### config.mk
export PLATFORM = sky130hd
export DESIGN_NAME = circle_top
export DESIGN_NICKNAME = d
export VERILOG_FILES = /design/src/source/circle_pkg.sv /design/src/source/circle_cmd.sv /design/src/source/circle_octants.sv /design/src/source/circle_top.sv /design/src/source/pixel_clip.sv /design/src/source/screen_clear.sv
export SDC_FILE = /design/constraint.sdc
export NUM_CORES = 1
export LEC_CHECK = 0
export BUFFER_PORTS_ARGS = -buffer_cell sky130_fd_sc_hd__buf_2
export CORE_ASPECT_RATIO = 2
export CORE_MARGIN = 3
export CORE_UTILIZATION = 50
export DETAILED_ROUTE_END_ITERATION = 12
export PLACE_DENSITY_LB_ADDON = 0.25
export SLEW_MARGIN = 20
export SYNTH_ARGS = -nofsm -noshare
export SYNTH_HDL_FRONTEND = slang
export SYNTH_SLANG_ARGS = --single-unit
export TNS_END_PERCENT = 50
### constraint.sdc
create_clock -name vif -period 9 [get_ports vif]
set_input_delay 0.9 -clock vif [delete_from_list [all_inputs] [get_ports vif]]
set_output_delay 0.9 -clock vif [all_outputs]
set_load 0.05 [all_outputs]
### src/source/circle_pkg.sv
package circle_pkg;

    // Visible screen in pixels
    localparam int scr_w = 160;
    localparam int scr_h = 120;

    // On-screen coordinates
    typedef logic [7:0] xcoord_t;
    typedef logic [6:0] ycoord_t;

    typedef logic [7:0] radius_t;

    // 3-bit RGB, zero is black
    typedef logic [2:0] colour_t;

    // Point before clipping, covers -255 to 510
    typedef logic signed [9:0] scoord_t;

    // One draw request, held for the whole operation
    typedef struct packed {
        xcoord_t centre_x;
        ycoord_t centre_y;
        radius_t radius;
        colour_t colour;
        logic    skip_clear;
    } circle_req_t;

    // Candidate pixel from either engine
    typedef struct packed {
        scoord_t x;
        scoord_t y;
    } point_t;

    // Request sequencing
    typedef enum logic [1:0] {
        cmd_idle,
        cmd_clear,
        cmd_draw,
        cmd_done
    } cmd_state_t;

    // Midpoint engine
    typedef enum logic [1:0] {
        oct_idle,
        oct_emit,
        oct_step
    } oct_state_t;

endpackage

### src/source/circle_cmd.sv
`timescale 1ns/1ps

module circle_cmd import circle_pkg::*; (
    input  logic        vif,
    input  logic        arst_n,
    input  logic        start,
    input  circle_req_t req_in,
    output logic        done,
    output circle_req_t req,
    output logic        clear_go,
    output logic        draw_go,
    input  logic        clear_fin,
    input  logic        draw_fin,
    output logic        drawing
);

    cmd_state_t state;
    // Holds done back one cycle so the last plot leaves the output register
    logic       fin_q;

    always_ff @(posedge vif or negedge arst_n) begin
        if (!arst_n) begin
            state    <= cmd_idle;
            clear_go <= 1'b0;
            draw_go  <= 1'b0;
            fin_q    <= 1'b0;
        end else begin
            // Go strobes are single-cycle pulses
            clear_go <= 1'b0;
            draw_go  <= 1'b0;
            fin_q    <= 1'b0;
            case (state)
                cmd_idle: begin
                    if (start) begin
                        // Straight to drawing when the old frame is kept
                        if (req_in.skip_clear) begin
                            state   <= cmd_draw;
                            draw_go <= 1'b1;
                        end else begin
                            state    <= cmd_clear;
                            clear_go <= 1'b1;
                        end
                    end
                end
                cmd_clear: begin
                    if (clear_fin) begin
                        state   <= cmd_draw;
                        draw_go <= 1'b1;
                    end
                end
                cmd_draw: begin
                    fin_q <= draw_fin;
                    if (fin_q) begin
                        state <= cmd_done;
                    end
                end
                cmd_done: begin
                    // Caller drops start to release done
                    if (!start) begin
                        state <= cmd_idle;
                    end
                end
                default: state <= cmd_idle;
            endcase
        end
    end

    // Request is sampled once, on acceptance
    always_ff @(posedge vif) begin
        if (state == cmd_idle && start) begin
            req <= req_in;
        end
    end

    assign done    = (state == cmd_done);
    // Steers the pixel mux to the circle engine and request colour
    assign drawing = (state == cmd_draw);

endmodule

### src/source/circle_octants.sv
`timescale 1ns/1ps

module circle_octants import circle_pkg::*; (
    input  logic        vif,
    input  logic        arst_n,
    input  logic        draw_go,
    input  circle_req_t req,
    output logic        draw_fin,
    output logic        pt_valid,
    output point_t      pt
);

    oct_state_t         state;
    // Which of the eight octant points goes out this cycle
    logic [2:0]         idx;

    // Midpoint variables, a along the axis, b across it
    scoord_t            a;
    scoord_t            b;
    // Decision term, wider than the coordinates
    logic signed [11:0] d;

    // Next step values
    scoord_t            a_nxt;
    scoord_t            b_nxt;
    logic signed [11:0] a_ext;
    logic signed [11:0] b_ext;
    logic signed [11:0] d_nxt;
    logic               last_step;

    // Centre and the swapped offset pair
    scoord_t            cx;
    scoord_t            cy;
    scoord_t            u;
    scoord_t            v;

    assign b_nxt = b + 10'sd1;
    // a only moves inward when d is non-negative
    assign a_nxt = d[11] ? a : a - 10'sd1;

    // Sign-extend for the decision update
    assign a_ext = {{2{a_nxt[9]}}, a_nxt};
    assign b_ext = {{2{b_nxt[9]}}, b_nxt};

    // d + 2b + 1, or d + 2(b - a) + 1, with the updated a and b
    assign d_nxt = d[11] ? d + (b_ext <<< 1) + 12'sd1
                         : d + ((b_ext - a_ext) <<< 1) + 12'sd1;

    // Octant crossed, nothing left to draw
    assign last_step = (b_nxt > a_nxt);

    // Control
    always_ff @(posedge vif or negedge arst_n) begin
        if (!arst_n) begin
            state <= oct_idle;
            idx   <= '0;
        end else begin
            case (state)
                oct_idle: begin
                    if (draw_go) begin
                        state <= oct_emit;
                        idx   <= '0;
                    end
                end
                oct_emit: begin
                    // idx wraps to 0 for the next step
                    idx <= idx + 3'd1;
                    if (idx == 3'd7) begin
                        state <= last_step ? oct_idle : oct_step;
                    end
                end
                oct_step: begin
                    state <= oct_emit;
                end
                default: state <= oct_idle;
            endcase
        end
    end

    // Algorithm registers, loaded on go and updated once per step
    always_ff @(posedge vif) begin
        if (state == oct_idle && draw_go) begin
            a <= {2'b00, req.radius};
            b <= '0;
            d <= 12'sd1 - signed'({4'b0000, req.radius});
        end else if (state == oct_step) begin
            a <= a_nxt;
            b <= b_nxt;
            d <= d_nxt;
        end
    end

    assign cx = {2'b00, req.centre_x};
    assign cy = {3'b000, req.centre_y};

    // First four points use (a, b), last four use (b, a)
    assign u = idx[2] ? b : a;
    assign v = idx[2] ? a : b;

    // Sign order ++, -+, +-, --
    assign pt.x = idx[0] ? cx - u : cx + u;
    assign pt.y = idx[1] ? cy - v : cy + v;

    assign pt_valid = (state == oct_emit);
    // Marks the last point of the final step
    assign draw_fin = pt_valid && (idx == 3'd7) && last_step;

endmodule

### src/source/circle_top.sv
`timescale 1ns/1ps

module circle_top import circle_pkg::*; (
    input  logic    vif,
    input  logic    arst_n,
    input  logic    start,
    input  xcoord_t centre_x,
    input  ycoord_t centre_y,
    input  radius_t radius,
    input  colour_t colour,
    input  logic    skip_clear,
    output logic    done,
    output logic    plot,
    output xcoord_t x,
    output ycoord_t y,
    output colour_t plot_colour
);

    circle_req_t req_in;
    // Latched copy for the engines
    circle_req_t req;

    // Engine handshakes
    logic        clear_go;
    logic        clear_fin;
    logic        draw_go;
    logic        draw_fin;
    logic        drawing;

    // Point streams into the clip stage
    logic        clr_valid;
    point_t      clr_pt;
    logic        drw_valid;
    point_t      drw_pt;

    assign req_in = '{
        centre_x:   centre_x,
        centre_y:   centre_y,
        radius:     radius,
        colour:     colour,
        skip_clear: skip_clear
    };

    circle_cmd i_circle_cmd (
        .vif       (vif),
        .arst_n    (arst_n),
        .start     (start),
        .req_in    (req_in),
        .done      (done),
        .req       (req),
        .clear_go  (clear_go),
        .draw_go   (draw_go),
        .clear_fin (clear_fin),
        .draw_fin  (draw_fin),
        .drawing   (drawing)
    );

    screen_clear i_screen_clear (
        .vif       (vif),
        .arst_n    (arst_n),
        .clear_go  (clear_go),
        .clear_fin (clear_fin),
        .pt_valid  (clr_valid),
        .pt        (clr_pt)
    );

    circle_octants i_circle_octants (
        .vif      (vif),
        .arst_n   (arst_n),
        .draw_go  (draw_go),
        .req      (req),
        .draw_fin (draw_fin),
        .pt_valid (drw_valid),
        .pt       (drw_pt)
    );

    // Single registered pixel port
    pixel_clip i_pixel_clip (
        .vif         (vif),
        .arst_n      (arst_n),
        .drawing     (drawing),
        .colour      (req.colour),
        .clr_valid   (clr_valid),
        .clr_pt      (clr_pt),
        .drw_valid   (drw_valid),
        .drw_pt      (drw_pt),
        .plot        (plot),
        .x           (x),
        .y           (y),
        .plot_colour (plot_colour)
    );

endmodule

### src/source/pixel_clip.sv
`timescale 1ns/1ps

module pixel_clip import circle_pkg::*; (
    input  logic    vif,
    input  logic    arst_n,
    input  logic    drawing,
    input  colour_t colour,
    input  logic    clr_valid,
    input  point_t  clr_pt,
    input  logic    drw_valid,
    input  point_t  drw_pt,
    output logic    plot,
    output xcoord_t x,
    output ycoord_t y,
    output colour_t plot_colour
);

    logic   sel_valid;
    point_t sel_pt;
    logic   in_range;

    // Circle engine while drawing, clear sweep otherwise
    assign sel_valid = drawing ? drw_valid : clr_valid;
    assign sel_pt    = drawing ? drw_pt : clr_pt;

    // Sign bit clear rules out points left of or above the screen
    assign in_range = !sel_pt.x[9] && (sel_pt.x < scoord_t'(scr_w))
                   && !sel_pt.y[9] && (sel_pt.y < scoord_t'(scr_h));

    // Off-screen points are dropped here
    always_ff @(posedge vif or negedge arst_n) begin
        if (!arst_n) begin
            plot <= 1'b0;
        end else begin
            plot <= sel_valid && in_range;
        end
    end

    // Pixel payload
    always_ff @(posedge vif) begin
        if (sel_valid && in_range) begin
            x           <= sel_pt.x[7:0];
            y           <= sel_pt.y[6:0];
            // Clear writes black
            plot_colour <= drawing ? colour : '0;
        end
    end

endmodule

### src/source/screen_clear.sv
`timescale 1ns/1ps

module screen_clear import circle_pkg::*; (
    input  logic   vif,
    input  logic   arst_n,
    input  logic   clear_go,
    output logic   clear_fin,
    output logic   pt_valid,
    output point_t pt
);

    logic       active;
    // Raster position, x fastest
    logic [7:0] x_cnt;
    logic [6:0] y_cnt;
    logic       last_x;
    logic       last_y;

    // End of row and end of frame
    assign last_x = (x_cnt == 8'(scr_w - 1));
    assign last_y = (y_cnt == 7'(scr_h - 1));

    always_ff @(posedge vif or negedge arst_n) begin
        if (!arst_n) begin
            active <= 1'b0;
            x_cnt  <= '0;
            y_cnt  <= '0;
        end else if (clear_go) begin
            // Restart from the top left corner
            active <= 1'b1;
            x_cnt  <= '0;
            y_cnt  <= '0;
        end else if (active) begin
            if (last_x) begin
                x_cnt <= '0;
                if (last_y) begin
                    // Whole frame swept
                    active <= 1'b0;
                    y_cnt  <= '0;
                end else begin
                    y_cnt <= y_cnt + 7'd1;
                end
            end else begin
                x_cnt <= x_cnt + 8'd1;
            end
        end
    end

    // One pixel per cycle while sweeping
    assign pt_valid  = active;
    // Flags the bottom right pixel as it goes out
    assign clear_fin = active && last_x && last_y;

    // Zero-extended into the signed point format
    assign pt.x = {2'b00, x_cnt};
    assign pt.y = {3'b000, y_cnt};

endmodule

; ---- Word level (Yosys, flattened, before mapping)
; Index checks and enable logic that the tools add are counted.
[op_classes]
reduce_logical = 22
eq_ne = 14
muxes = 43
magnitude_cmp = 3
addsub = 15
[ops]
columns = op, count
row1 = 10-bit two-way mux, 5
row2 = 8-bit two-way mux, 5
row3 = 12-bit two-way mux, 3
row4 = 7-bit two-way mux, 4
row5 = "12-bit by 2-bit adder with 12-bit output, second input constant", 2
row6 = 20-bit two-way mux, 1
row7 = 2-bit two-way mux, 8
row8 = 12-bit by 11-bit adder with 12-bit output, 1
row9 = 12-bit adder, 1
row10 = 1-bit two-way mux, 12
row11 = "2-bit != test, second input constant", 6
row12 = 10-bit by 10-bit subtractor with 11-bit output, 1
row13 = "10-bit by 2-bit adder with 10-bit output, second input constant", 1
row14 = 8-bit by 10-bit adder with 10-bit output, 1
row15 = 9-bit by 10-bit adder with 10-bit output, 1
row16 = 10-bit > comparator, 1
row17 = 1-bit logical AND, 10
row18 = "10-bit by 8-bit less-than comparator with 1-bit output, second input constant", 1
row19 = "10-bit by 9-bit less-than comparator with 1-bit output, second input constant", 1
row20 = "10-bit by 2-bit subtractor with 10-bit output, second input constant", 1
row21 = 8-bit by 10-bit subtractor with 10-bit output, 1
row22 = 9-bit by 10-bit subtractor with 10-bit output, 1
row23 = "1-bit by 8-bit subtractor with 9-bit output, first input constant", 1
row24 = "8-bit by 1-bit adder with 8-bit output, second input constant", 1
row25 = other kinds (17), 27
[word_totals]
elab_cells = 118
output_inout_bits = 20
regBits = 103
inputBits = 30

; ---- Depth between registers and ports, before layout
; Gate-level depths: netlist (run 1).
[depth]
ltp_word = 9
ltp_mapped = 20
depth_no_buf = 19

; ---- Cells and area by module
; Synthesis (run 1) repeated with hierarchy kept, for this count alone.
[unflattened]
hier_cells = 740
hier_area_um2 = 7322.0
[by_module_without_submodules]
columns = mod, seq_area_each_um2, instances, area_each_um2, cells_each
row1 = circle_octants, 965.9, 1, 4501.8, 552
row2 = circle_cmd, 935.9, 1, 1099.8, 50
row3 = screen_clear, 400.4, 1, 887.1, 92
row4 = pixel_clip, 565.5, 1, 833.3, 46

; ---- Least setup slack after synthesis (run 1)
; No wires, ideal clock.
[synth_timing]
path_type = reg-to-reg
startpoint = reg i_circle_octants.idx[2]
endpoint = reg i_pixel_clip.plot_colour[0], enable pin
arrival_ps = 5462
required_time_ps = 8574
setup_ps = 426
n_path_buf = 4
path_slack_ps = 3112
path_stages_with_launch = 19
synth_period_minus_slack_ps = 5888
cell_sequence = dfrtp_1 -> buf_6 -> buf_6 -> clkbuf_1 -> clkbuf_1 -> nand2_1 -> a21boi_0 -> ha_1 -> a21oi_1 -> ha_1 -> nor2b_1 -> o21ai_0 -> a21boi_0 -> o31ai_1 -> a21oi_1 -> or3_1 -> a211oi_1 -> o2111ai_1 -> a221oi_1
[synth_via]
elab_chain_len = 9
word_cells_on_any_way = 17
classes_between = 4 x add/sub / 2 x order compare / 5 x mux / 6 x reduce/logical
[synth_rtl]
columns = element, line
row1 = "start, declared", circle_octants.sv:15  ; logic [2:0] idx;
row2 = "start signal, assigned", circle_octants.sv:67  ; idx <= idx + 3'd1;
row3 = 10-bit two-way mux, circle_octants.sv:97  ; assign u = idx[2] ? b : a;
row4 = 9-bit by 10-bit adder with 10-bit output or 9-bit by 10-bit subtractor with 10-bit output (tied branches), circle_octants.sv:101  ; assign pt.x = idx[0] ? cx - u : cx + u;
row5 = 10-bit two-way mux, circle_octants.sv:101
row6 = 20-bit two-way mux *, pixel_clip.sv:24  ; assign sel_pt = drawing ? drw_pt : clr_pt;
row7 = 10-bit by 9-bit less-than comparator with 1-bit output or 1-bit zero test (tied branches), pixel_clip.sv:27  ; assign in_range = !sel_pt.x[9] && (sel_pt.x < scoord_t'(scr_w))
row8 = 1-bit logical AND, pixel_clip.sv:27
row9 = 1-bit logical AND, pixel_clip.sv:28  ; && !sel_pt.y[9] && (sel_pt.y < scoord_t'(scr_h));
row10 = 1-bit logical AND *, pixel_clip.sv:28
row11 = 1-bit logical AND *, pixel_clip.sv:41  ; if (sel_valid && in_range) begin
row12 = "end signal, assigned", pixel_clip.sv:45  ; plot_colour <= drawing ? colour : '0;
row13 = "end, declared", pixel_clip.sv:15  ; output colour_t plot_colour
; Mark *: on every way between the ends. The rest lies on a longest branch, timed or not.
; A chain may end at the register's enable or synchronous reset.

; ---- Worst setup path in the final report (run 1)
[layout_timing]
startpoint = reg i_circle_octants.idx[2]
endpoint = reg i_pixel_clip.y[3], enable pin
[layout_via]
elab_chain_len = 9
word_cells_on_any_way = 17
classes_between = 4 x add/sub / 2 x order compare / 5 x mux / 6 x reduce/logical
[layout_rtl]
columns = element, line
row1 = 10-bit two-way mux, circle_octants.sv:97
row2 = 9-bit by 10-bit adder with 10-bit output or 9-bit by 10-bit subtractor with 10-bit output (tied branches), circle_octants.sv:101
row3 = 10-bit two-way mux, circle_octants.sv:101
row4 = 20-bit two-way mux *, pixel_clip.sv:24
row5 = 10-bit by 9-bit less-than comparator with 1-bit output or 1-bit zero test (tied branches), pixel_clip.sv:27
row6 = 1-bit logical AND, pixel_clip.sv:27
row7 = 1-bit logical AND, pixel_clip.sv:28
row8 = 1-bit logical AND *, pixel_clip.sv:28
row9 = 1-bit logical AND *, pixel_clip.sv:41
row10 = "end signal, assigned", pixel_clip.sv:43  ; y <= sel_pt.y[6:0];
row11 = "end, declared", pixel_clip.sv:14  ; output ycoord_t y,
; Marks and branches as above.

==> results of run 1 <==
==> final cells by class <==
type,instances,area (µm²),share of cell area (%)
Clock buffer,10,229,2.84
Clock inverter,6,76.3,0.946
Inverter,37,139,1.72
Multi-Input combinational cell,598,4270,52.9
Sequential cell,103,2840,35.2
Tap cell,192,240,2.98
Timing Repair Buffer,53,275,3.41
==> metrics by stage <==
step / setup WS, ps / std cells
after global placement: 4290 / 983
final: 4090 / 999
after global routing: 3670 / 999
after floorplan: 3110 / 770
after detailed placement: 4170 / 983
after CTS: 4140 / 999
==> worst paths after layout <==
kind | slack, ps | end | from
min in group asynchronous | 570 | i_pixel_clip.plot | arst_n
worst max-delay path | 4090 | i_pixel_clip.y[3] | i_circle_octants.idx[2]
worst min register to register | 520 | i_circle_octants.b[9] | i_circle_octants.b[9]
max in group asynchronous | 7980 | i_screen_clear.pt_valid | arst_n
worst min-delay path | 520 | i_circle_octants.b[9] | i_circle_octants.b[9]
worst max register to register | 4090 | i_pixel_clip.y[3] | i_circle_octants.idx[2]
==> state kept, by name, summed over array words and instances, names as in the netlist, 3 cells and up <==
name and cells:
i_circle_cmd.req 26, i_circle_octants.d 12, i_circle_octants.a 10, i_circle_octants.b 10, i_pixel_clip.x 8, i_screen_clear.x_cnt 8
i_pixel_clip.y 7, i_screen_clear.y_cnt 7, i_circle_octants.idx 3, i_pixel_clip.plot_colour 3
==> layer usage <==
| metal | vias up | routed length [µm] | global-route usage, % |
|---|---|---|---|
| met5 | - | 0 | 0 |
| met3 | 53 | 498 | 2.66 |
| li1 | 2828 | - | - |
| met4 | 0 | 756 | 11.1 |
| met2 | 156 | 10200 | 45.4 |
| met1 | 2769 | 6310 | 21.8 |
==> worst max-delay path: stages, from the launching register on <==
cell	delay [ps]
sky130_fd_sc_hd__dfrtp_1	320
sky130_fd_sc_hd__buf_4	390
sky130_fd_sc_hd__inv_1	230
sky130_fd_sc_hd__a21boi_0	330
sky130_fd_sc_hd__ha_1	290
sky130_fd_sc_hd__a21oi_1	270
sky130_fd_sc_hd__ha_1	280
sky130_fd_sc_hd__nor2b_1	130
sky130_fd_sc_hd__o21ai_0	180
sky130_fd_sc_hd__a21boi_0	180
sky130_fd_sc_hd__o31ai_1	430
sky130_fd_sc_hd__a21oi_1	160
sky130_fd_sc_hd__or3_1	330
sky130_fd_sc_hd__a211oi_1	250
sky130_fd_sc_hd__o2111ai_1	190
sky130_fd_sc_hd__a221oi_2	300
sky130_fd_sc_hd__buf_4	300
==> Yosys cell counts (18+ instances only) <==
library cell               number  share of area [%]
sky130_fd_sc_hd__nor2_1        78                3.9
sky130_fd_sc_hd__edfxtp_1      64                 26
sky130_fd_sc_hd__a21oi_1       60                4.0
sky130_fd_sc_hd__ha_1          55                9.3
sky130_fd_sc_hd__nand2_1       52                2.6
sky130_fd_sc_hd__o21ai_0       44                3.0
sky130_fd_sc_hd__xnor2_1       42                5.0
sky130_fd_sc_hd__inv_1         37                1.9
sky130_fd_sc_hd__xor2_1        35                4.1
sky130_fd_sc_hd__dfrtp_1       27                9.1
sky130_fd_sc_hd__mux2i_1       20                2.7
sky130_fd_sc_hd__nand3_1       18                1.2
==> power groups by stage <==
stage	registers (µW)	logic [µW]	clock network [µW]
finish	774	1460	408
global route	789	1620	430
CTS	775	1460	417
detailed placement	784	1450	0
global placement	781	1400	0
floorplan	882	1040	0
==> logic make-up after synthesis <==
| logic type | after synthesis | synth area share, % |
|---|---|---|
| AO/OA/AOI/OAI | 187 | 16.5 |
| XOR/XNOR | 78 | 9.30 |
| adder cells (fa/ha/maj) | 61 | 10.7 |
| buffers and inverters | 69 | 4.45 |
| flip-flops | 103 | 38.2 |
| multiplexers | 34 | 4.82 |
| AND/OR/NAND/NOR | 238 | 16.0 |
==> key figures, run 1 <==
Finish
  – Leading cell types in the layout, fill and taps excluded: sky130_fd_sc_hd__nor2_1 (78), sky130_fd_sc_hd__edfxtp_1 (64), sky130_fd_sc_hd__a21oi_1 (60)
  – Final net count: slightly below 900
  – Ratio of cells with drive above 1 in the final layout: between 10% and 20%
  – Most common cell after layout, fill and taps aside: sky130_fd_sc_hd__nor2_1
  – Utilization of the core after routing: between 50% and 60%
  – Layout filler cell count: about 1300
  – Ant. Diodes: 0
  – Area Overhead vs Synth: 8.56%
  – Finished layout cell area: just over 0.008 mm²

Detailed routing
  – TritonRoute pass-1 iters: 5
  – # DRC: 0
  – Post-DR wirelength/cell: approximately 18 µm
  – Initial detailed-routing violation count: 290
  – Total via count after detailed routing: just under 6000
  – Number of nets still failing antenna checks after routing: 0
  – Mean number of vias per cell: about 5.8
  – Final routed wirelength across all metal layers: ~18 mm

Job
  – Number of maximum-capacitance violations: 0

Pwr
  – Reported net switching power: ~1200 µW
  – Worst vdd ir: 139 µV
  – Proportion of power drawn by flip-flops and latches: between 20 and 30%
  – Power share of the clock group: ~16%
  – Cell internal pwr: 1470 µW
  – Fraction of power spent switching nets: 44.3%
  – Comb pwr share: a little under three fifths
  – PD cells: between 300 and 400 mW/mm²
  – Overall Power: approximately 2600 µW
  – Leakage power figure: approximately 0.0033 µW

Worst setup path
  – Data arrival time of the worst path: approximately 5000 ps
  – Critical path required time: approximately 9000 ps
  – CP Max Fanout: 41
  – R2R cell count: 16
  – Startpoint type of the worst setup path: flip-flop
  – Endpoint kind of the worst setup timing path: flip-flop
  – Category of the most critical setup path: reg -> reg

Global route
  – Number of antenna violations at the first check in global routing: 0
  – Vias in the first global route: 5932
  – Pin count of the biggest net entering global routing: 42
  – Final global-route overflow total: 0
  – Wire length of the first global-routing pass: around 29 mm
  – Total routing resource utilization after global routing: 22.5%

Clock network
  – Clock sink total: around 100
  – Later-pin clock latency in the skew report: between 300 and 400 ps
  – Hold buffers post-CTS: 0
  – Number of buffers inserted to repair setup after CTS: 0
  – Number of instances resized during post-cts repair: 0
  – Number of levels in the clock H-tree: 3
  – Clock tree from TritonCTS: yes
  – Number of clock buffers inserted by TritonCTS: 9
  – Clock-pin transition on the worst setup and hold timing paths: about 70 ps
  – Clock root buffer master: sky130_fd_sc_hd__clkbuf_16
  – Bufs on Longest Clock Path: 2

Timing
  – Slew headroom: 27.7%
  – Setup TNS Final: 0 ps
  – Tmin final: slightly below 5000 ps
  – Transition at the pin with the smallest max-transition slack: approximately 1100 ps
  – Number of failing setup endpoints in the final timing report: 0
  – Hold Worst Slack: roughly 520 ps
  – Unrepaired setup endpoints after global routing: no
  – Worst clock skew: between 15 and 20 ps
  – Count of final max-slew check failures: 0
  – Final period util: a little over half
  – Fmax: 204 MHz
  – Total count of hold-check failures in the final report: 0

Synth
  – Post-synth net total: between 800 and 900
  – Post-synthesis cell count: 770
  – Post-synth EDFFs: 64
  – Ys flop type: sky130_fd_sc_hd__edfxtp_1
  – Count of yosys warnings during synthesis: 0
  – Cell variety after synth: 72
  – Post-synth ARST share: 26.2%
  – Mean instance size in the synthesized netlist: 9.65 µm²
  – Post-synthesis cell area: ~0.0074 mm²
  – Flip-flop and latch count after synthesis: roughly 100
  – Register area share after synthesis: approximately two fifths

Placed design
  – Sum of net half-perimeters after detailed placement: between 10 and 15 mm
  – Gp weighted congestion: 0.877
  – Cell area reported after detailed placement: 0.00776 mm²
  – Count of buffers from port buffering: 49

Floorplanning
  – Width of the chip: between 90 and 100 µm
  – Ports placed on the boundary: 50
  – Overall die height: roughly 180 µm
  – Number of rows created at floorplan: 62
  – Total core area: roughly 0.014 mm²
  – Initial standard-cell utilization of the core: about 51%
  – Total die area: roughly 0.016 mm²

Hold path
  – Worst hold path type: reg -> reg
  – Number of stages on the worst hold path: 2

Status
  – Outcome: finished clean
No activity file was read; power rests on OpenSTA's default activity.
==> inputs of run 2 (changes only) <==
--- a/config.mk
+++ b/config.mk
@@ -5,6 +5,7 @@
 export SDC_FILE = /design/constraint.sdc
 export NUM_CORES = 1
 export LEC_CHECK = 0
+export ABC_AREA = 1
 export BUFFER_PORTS_ARGS = -buffer_cell sky130_fd_sc_hd__buf_2
 export CORE_ASPECT_RATIO = 2
 export CORE_MARGIN = 3
==> constraint.sdc (replaced) <==
create_clock -name vif -period 4.9 [get_ports vif]
set_input_delay 0.49 -clock vif [delete_from_list [all_inputs] [get_ports vif]]
set_output_delay 0.49 -clock vif [all_outputs]
set_load 0.05 [all_outputs]
==> run 2 against run 1 <==
Critical path depth is 5 higher. Cell count is 20% higher. Via count increased by 13%. First-iteration DRC count fell by 11%. Maximum frequency grew 11%.
==> key figures, run 2 <==
Timing
  – Tmin final: about 4400 ps
  – Slew headroom: between 40% and 50%
  – Total count of hold-check failures in the final report: 0
  – Count of final max-slew check failures: 0
  – Transition at the pin with the smallest max-transition slack: 890 ps
  – Number of failing setup endpoints in the final timing report: 0
  – Setup TNS Final: 0 ps
  – Fmax: roughly 230 MHz
  – Unrepaired setup endpoints after global routing: no
  – Worst clock skew: ~13 ps
  – Minimum setup slack in the final design: between 400 and 500 ps
  – Final period util: 90.6%
  – Hold Worst Slack: 160 ps

Finish
  – Ratio of cells with drive above 1 in the final layout: roughly an eighth
  – Final net count: 1096
  – Flip-flop count of the largest register after layout: 26
  – Area Overhead vs Synth: 9.66%
  – Largest regs: i_circle_cmd.req x26, i_circle_octants.d x12
  – Top reg by flops: i_circle_cmd.req
  – Most common cell after layout, fill and taps aside: sky130_fd_sc_hd__nand2_1
  – Finished layout cell area: 0.00825 mm²
  – Leading cell types in the layout, fill and taps excluded: sky130_fd_sc_hd__nand2_1 (226), sky130_fd_sc_hd__inv_1 (123), sky130_fd_sc_hd__o21ai_0 (77)
  – Final cell count without fillers: between 1000 and 1500
  – Ant. Diodes: 0

Detailed routing
  – Post-DR wirelength/cell: 15.8 µm
  – # DRC: 0
  – Final routed wirelength across all metal layers: ~19 mm
  – Mean number of vias per cell: about 5.4
  – TritonRoute pass-1 iters: 5
  – Total via count after detailed routing: 6536
  – Initial detailed-routing violation count: about 260
  – Number of nets still failing antenna checks after routing: 0

Synth
  – Most frequent cells after synthesis: sky130_fd_sc_hd__nand2_1 (226), sky130_fd_sc_hd__inv_1 (123), sky130_fd_sc_hd__o21ai_0 (77)
  – Cell variety after synth: 47
  – Dominant cell by count in the synthesized netlist: sky130_fd_sc_hd__nand2_1
  – Largest area contributor in the netlist: sky130_fd_sc_hd__edfxtp_1
  – Register area share after synthesis: 37.7%
  – Post-synthesis cell count: 958
  – Mean instance size in the synthesized netlist: about 8 µm²
  – Post-synth EDFFs: 64
  – Count of yosys warnings during synthesis: 0
  – Post-synth ARST share: around a quarter
  – Dominant cells by area after synthesis: sky130_fd_sc_hd__edfxtp_1 (26%), sky130_fd_sc_hd__nand2_1 (11%), sky130_fd_sc_hd__ha_1 (9.1%)
  – Post-synthesis cell area: between 0.007 and 0.008 mm²
  – Post-synth net total: 1048
  – Ys flop type: sky130_fd_sc_hd__edfxtp_1
  – Share of the synthesized area in the top cell type: around a quarter
  – Flip-flop and latch count after synthesis: ~100

Global route
  – Met3 capacity usage during global routing: under 10%
  – Final global-route overflow total: 0
  – Met2 GRT Util: between 40% and 50%
  – Wire length of the first global-routing pass: 30.8 mm
  – Peak-usage layer in the global routing report: met2
  – Vias in the first global route: around 6600
  – Met1 Usage GRT: roughly a fifth
  – Pin count of the biggest net entering global routing: 32
  – Total routing resource utilization after global routing: around a quarter
  – Number of antenna violations at the first check in global routing: 0

Placed design
  – Gp weighted congestion: 0.913
  – Count of buffers from port buffering: between 40 and 50
  – Cell area reported after detailed placement: just under 0.008 mm²
  – Sum of net half-perimeters after detailed placement: between 15 and 20 mm
  – DP Cell Count: 1187
  – Post-Place Worst Slack: around 530 ps

Floorplanning
  – Total core area: between 0.01 and 0.015 mm²
  – Overall die height: approximately 180 µm
  – Total die area: ~0.017 mm²
  – Initial standard-cell utilization of the core: between 50% and 60%
  – Number of rows created at floorplan: a little over 60
  – Ports placed on the boundary: 50
  – Width of the chip: just over 90 µm

Clock network
  – Number of buffers inserted to repair setup after CTS: 0
  – Bufs on Longest Clock Path: 2
  – Clock root buffer master: sky130_fd_sc_hd__clkbuf_16
  – Hold buffers post-CTS: 0
  – Clock-pin transition on the worst setup and hold timing paths: approximately 70 ps
  – Clock sink total: between 100 and 150
  – Number of levels in the clock H-tree: 3
  – Number of clock buffers inserted by TritonCTS: 9
  – Later-pin clock latency in the skew report: 350 ps
  – Number of instances resized during post-cts repair: 0
  – Clock tree from TritonCTS: yes

Pwr
  – Leakage power figure: ~0.0037 µW
  – Worst vdd ir: between 100 and 150 µV
  – PD cells: 203 mW/mm²

Job
  – Number of maximum-capacitance violations: 0

Status
  – Outcome: finished clean

Worst setup path
  – CP Max Fanout: 17
  – Endpoint kind of the worst setup timing path: flip-flop
  – Cell type of the slowest stage on the worst timing path: sky130_fd_sc_hd__edfxtp_1
  – Startpoint type of the worst setup path: flip-flop
  – Category of the most critical setup path: reg -> reg
  – CP most frequent cell: sky130_fd_sc_hd__nand2_1
  – Critical path required time: between 4000 and 5000 ps
  – Slack of the worst reg-to-reg path: between 400 and 500 ps
  – Cell Chain, Critical Path: inv_4 -> o21ai_0 -> ha_1 -> a21o_1 -> a21oi_1 -> o21ai_2 -> nand2_1 -> nand3_2 -> xor2_1 -> ha_1 -> a21oi_1 -> nor2_1 -> a211oi_1 -> o21ai_0 -> xor2_1 -> inv_1 -> nand3_1 -> nand3_1 -> nand2_1 -> nand2_1 -> nand2_1
  – Data arrival time of the worst path: 4530 ps
  – Crit path largest cell delay: approximately 900 ps

Hold path
  – Worst hold path type: in -> async
run 2: path summary, 6_finish.rpt:
kind / start / endpoint / cells after the start
setup / recovery: i_circle_octants.d[11] / i_circle_octants.d[11] / 21
hold / removal: arst_n / i_pixel_clip.plot / 1
setup reg to reg: i_circle_octants.d[11] / i_circle_octants.d[11] / 21
hold reg to reg: i_circle_cmd.req[3] / i_pixel_clip.plot_colour[2] / 2
max in group asynchronous: arst_n / i_screen_clear.y_cnt[0] / 1
min in group vif: radius[3] / i_circle_cmd.req[7] / 1
run 2: per-layer routing:
metal	share of wire, %	routed length, µm	vias up
met1	33	6200	3034
met5	0	0	-
met2	59	11200	121
li1	-	-	3315
met3	2.0	389	66
met4	6.5	1230	0
run 2: where the power goes:
group	internal, µW	switching, µW	total (µW)
Combinational	7.98	7.89	15.9
Sequential	916	0	916
Clock	402	339	741
run 2: critical path: cells and delay by family, from the launching register on:
kind                     cells  cell delay (ps)
flip-flops                   1              880
XOR/XNOR                     2              340
AND/OR/NAND/NOR              8              560
AO/OA/AOI/OAI                7             1560
buffers and inverters        2              150
adder cells (fa/ha/maj)      2              690
run 2: kinds of logic after synthesis:
logic type / after synthesis / synth area share [%]
compound gates: 197 / 14.8
fa+ha+maj: 60 / 10.5
buf+inv: 149 / 8.03
flops: 103 / 37.7
simple gates: 406 / 23.8
xor+xnor: 43 / 5.11
run 2: layout make-up:
type	instances	area, µm²
clock buffer	9	225
sequential	103	2840
timing repair buffer	56	298
clock inverter	7	77.6
fill	1405	6330
inverter	130	490
multi-input combinational	706	4080
tap	192	240
run 2: through the flow:
step           utilization, %  power [µW]
3_3_place_gp             54.5         951
5_1_grt                  56.6        1720
3_5_place_dp             54.5         951
6_report                 56.6        1670
4_1_cts                  56.6        1680
2_1_floorplan               -         935
==> inputs of run 3 (changes only) <==
--- a/config.mk
+++ b/config.mk
@@ -5,7 +5,6 @@
 export SDC_FILE = /design/constraint.sdc
 export NUM_CORES = 1
 export LEC_CHECK = 0
-export ABC_AREA = 1
 export BUFFER_PORTS_ARGS = -buffer_cell sky130_fd_sc_hd__buf_2
 export CORE_ASPECT_RATIO = 2
 export CORE_MARGIN = 3
==> constraint.sdc (replaced) <==
create_clock -name vif -period 4 [get_ports vif]
set_input_delay 0.4 -clock vif [delete_from_list [all_inputs] [get_ports vif]]
set_output_delay 0.4 -clock vif [all_outputs]
set_load 0.05 [all_outputs]
==> run 3 against run 2 <==
The flow now finishes with violations (negative setup slack). Utilization increased by 4.6 points. Routed wire length increased by 0.71%. Sequential share of layout area decreased by 2.2 points. Sequential cell count unchanged. Register-to-register slack got worse by 510 ps. Clock-buffer cell count increased by 1. First-iteration DRC count increased by 28%. Global-route usage decreased by 0.17 points. Maximum frequency increased by 9.5%. Worst setup slack got worse by 510 ps. Cell count decreased by 12%. Sequential power increased by 86%.
==> key figures, run 3 (synthesized netlist as in run 1, its figures left out) <==
Finish
  – Leading cell types in the layout, fill and taps excluded: sky130_fd_sc_hd__nor2_1 (77), sky130_fd_sc_hd__edfxtp_1 (64), sky130_fd_sc_hd__buf_4 (57)
  – Ratio of cells with drive above 1 in the final layout: between 20% and 30%
  – Final net count: 950
  – Flip-flop count of the largest register after layout: 26
  – Top reg by flops: i_circle_cmd.req
  – Largest regs: i_circle_cmd.req x26, i_circle_octants.d x12
  – Layout filler cell count: 1263
  – Area Overhead vs Synth: 18.7%
  – Finished layout cell area: around 0.009 mm²
  – Ant. Diodes: 0
  – Most common cell after layout, fill and taps aside: sky130_fd_sc_hd__nor2_1

Pwr
  – Leakage power figure: ~0.0037 µW
  – Worst vdd ir: 310 µV
  – Cell internal pwr: between 3000 and 4000 µW
  – Power share of the clock group: 12.9%
  – Comb pwr share: between 60% and 70%
  – Fraction of power spent switching nets: approximately 44%
  – Proportion of power drawn by flip-flops and latches: around 26%
  – Reported net switching power: between 2000 and 3000 µW
  – PD cells: 744 mW/mm²

Floorplanning
  – Number of rows created at floorplan: 62
  – Ports placed on the boundary: 50
  – Width of the chip: between 90 and 100 µm
  – Overall die height: around 180 µm
  – Total core area: about 0.014 mm²
  – Total die area: ~0.016 mm²
  – Initial standard-cell utilization of the core: a little over 50%

Timing
  – Total count of hold-check failures in the final report: 0
  – Minimum setup slack in the final design: -52.5 ps
  – Worst clock skew: 12.1 ps
  – Transition at the pin with the smallest max-transition slack: 1020 ps
  – Fmax: 247 MHz
  – Slew headroom: between 30% and 40%
  – Setup TNS Final: -52.5 ps
  – Final period util: 101%
  – Count of final max-slew check failures: 0
  – Tmin final: about 4100 ps
  – Unrepaired setup endpoints after global routing: yes
  – Number of failing setup endpoints in the final timing report: 1

Placed design
  – Sum of net half-perimeters after detailed placement: roughly 15 mm
  – Gp weighted congestion: 0.939
  – Cell area reported after detailed placement: approximately 0.0082 mm²
  – Count of buffers from port buffering: 49

Global route
  – Pin count of the biggest net entering global routing: 28
  – Number of antenna violations at the first check in global routing: 0
  – Final global-route overflow total: 0
  – Wire length of the first global-routing pass: roughly 30 mm
  – Total routing resource utilization after global routing: about a quarter
  – Vias in the first global route: between 6000 and 7000

Clock network
  – Clock-pin transition on the worst setup and hold timing paths: roughly 80 ps
  – Hold buffers post-CTS: 0
  – Clock tree from TritonCTS: yes
  – Number of levels in the clock H-tree: 3
  – Number of clock buffers inserted by TritonCTS: 9
  – Later-pin clock latency in the skew report: roughly 350 ps
  – Clock sink total: slightly above 100
  – Clock root buffer master: sky130_fd_sc_hd__clkbuf_16
  – Bufs on Longest Clock Path: 2

Detailed routing
  – Total via count after detailed routing: 6056
  – TritonRoute pass-1 iters: 4
  – Number of nets still failing antenna checks after routing: 0
  – Mean number of vias per cell: about 5.7
  – Final routed wirelength across all metal layers: ~19 mm
  – Post-DR wirelength/cell: around 18 µm
  – Initial detailed-routing violation count: 330
  – # DRC: 0

Worst setup path
  – CP Max Fanout: 3
  – Startpoint type of the worst setup path: flip-flop
  – Critical path required time: slightly above 4000 ps
  – Category of the most critical setup path: reg -> reg
  – Data arrival time of the worst path: between 4000 and 5000 ps
  – Endpoint kind of the worst setup timing path: flip-flop

Status
  – Violated checks: negative setup slack
  – Outcome: finished with violations

Job
  – Number of maximum-capacitance violations: 0

Hold path
  – Worst hold path type: in -> async
-- run 3: changes by cell type in the layout (fill, tap and decap cells not counted), sizes merged, moves of 13 or more --
cell and delta:
mux2 +14, inv -92, o21ai -50, o22ai -13, nand3 -39, xnor2 +33
buf +53, mux2i +20, nand2 -184
-- run 3: final cells by class --
cell class              instances  area (µm²)  area share, %
multi-input cells             598        4540           51.5
flip-flops and latches        103        2840           32.2
repair buffers                111         778           8.83
well taps                     192         240           2.72
clock buffers                  10         229           2.60
inverters                      37         143           1.62
clock inverters                 6        50.0          0.568
-- run 3: final timing paths --
path	cells past startpoint	start	endpoint	slack (ps)
worst max-delay path	18	i_circle_octants.a[0]	i_circle_octants.d[11]	-50
worst min-delay path	1	arst_n	i_circle_octants.idx[2]	70
worst max register to register	18	i_circle_octants.a[0]	i_circle_octants.d[11]	-50
worst min register to register	1	i_circle_cmd.req[2]	i_pixel_clip.plot_colour[1]	530
max in group asynchronous	1	arst_n	i_screen_clear.y_cnt[0]	3490
min in group vif	1	radius[3]	i_circle_cmd.req[7]	220
-- run 3: worst max-delay path: stages (launching register included) --
cell	delay [ps]
sky130_fd_sc_hd__edfxtp_1	420
sky130_fd_sc_hd__inv_1	80
sky130_fd_sc_hd__ha_1	230
sky130_fd_sc_hd__mux2_4	300
sky130_fd_sc_hd__ha_4	250
sky130_fd_sc_hd__a21o_1	190
sky130_fd_sc_hd__a21oi_2	230
sky130_fd_sc_hd__o31ai_4	110
sky130_fd_sc_hd__buf_4	150
sky130_fd_sc_hd__buf_4	120
sky130_fd_sc_hd__xnor2_1	120
sky130_fd_sc_hd__ha_1	220
sky130_fd_sc_hd__a2111oi_1	340
sky130_fd_sc_hd__buf_4	220
sky130_fd_sc_hd__o31ai_4	90
sky130_fd_sc_hd__a31oi_2	220
sky130_fd_sc_hd__nor3_1	80
sky130_fd_sc_hd__mux2i_1	180
sky130_fd_sc_hd__o311ai_2	180
-- run 3: power groups by stage --
stage	registers [µW]	clock network (µW)	logic, µW
2_1_floorplan	1980	0	2460
3_3_place_gp	1710	0	3530
3_5_place_dp	1720	0	3640
4_1_cts	1700	865	3740
5_1_grt	1730	894	4410
6_report	1700	846	4020
-- run 3: what timing repair did --
action                     CTS  global route
gates resized for setup     17            27
setup endpoints to repair   21            22
setup buffers                3             6
gates cloned                 0             2
pin swaps                   11            11
-- run 3: through the flow --
step / util [%] / cells / total power, µW / hold slack (ps) / setup WS (ps)
floorplan: - / 770 / 4440 / 104 / -387
global placement: 56.7 / 1031 / 5230 / 465 / -118
detailed placement: 56.8 / 1031 / 5360 / 466 / -254
CTS: 59.5 / 1049 / 6300 / 79.1 / -36.5
global route: 61.1 / 1057 / 7040 / 113 / -260
finish: 61.1 / 1057 / 6570 / 66.7 / -52.5
-- run 3: per-layer routing --
layer	GRT usage [%]	vias to the layer above	part of all wire [%]
li1	-	2954	-
met1	21.9	2877	35
met5	0	-	0
met2	46.9	155	56
met3	2.57	70	2.4
met4	14.4	0	6.4
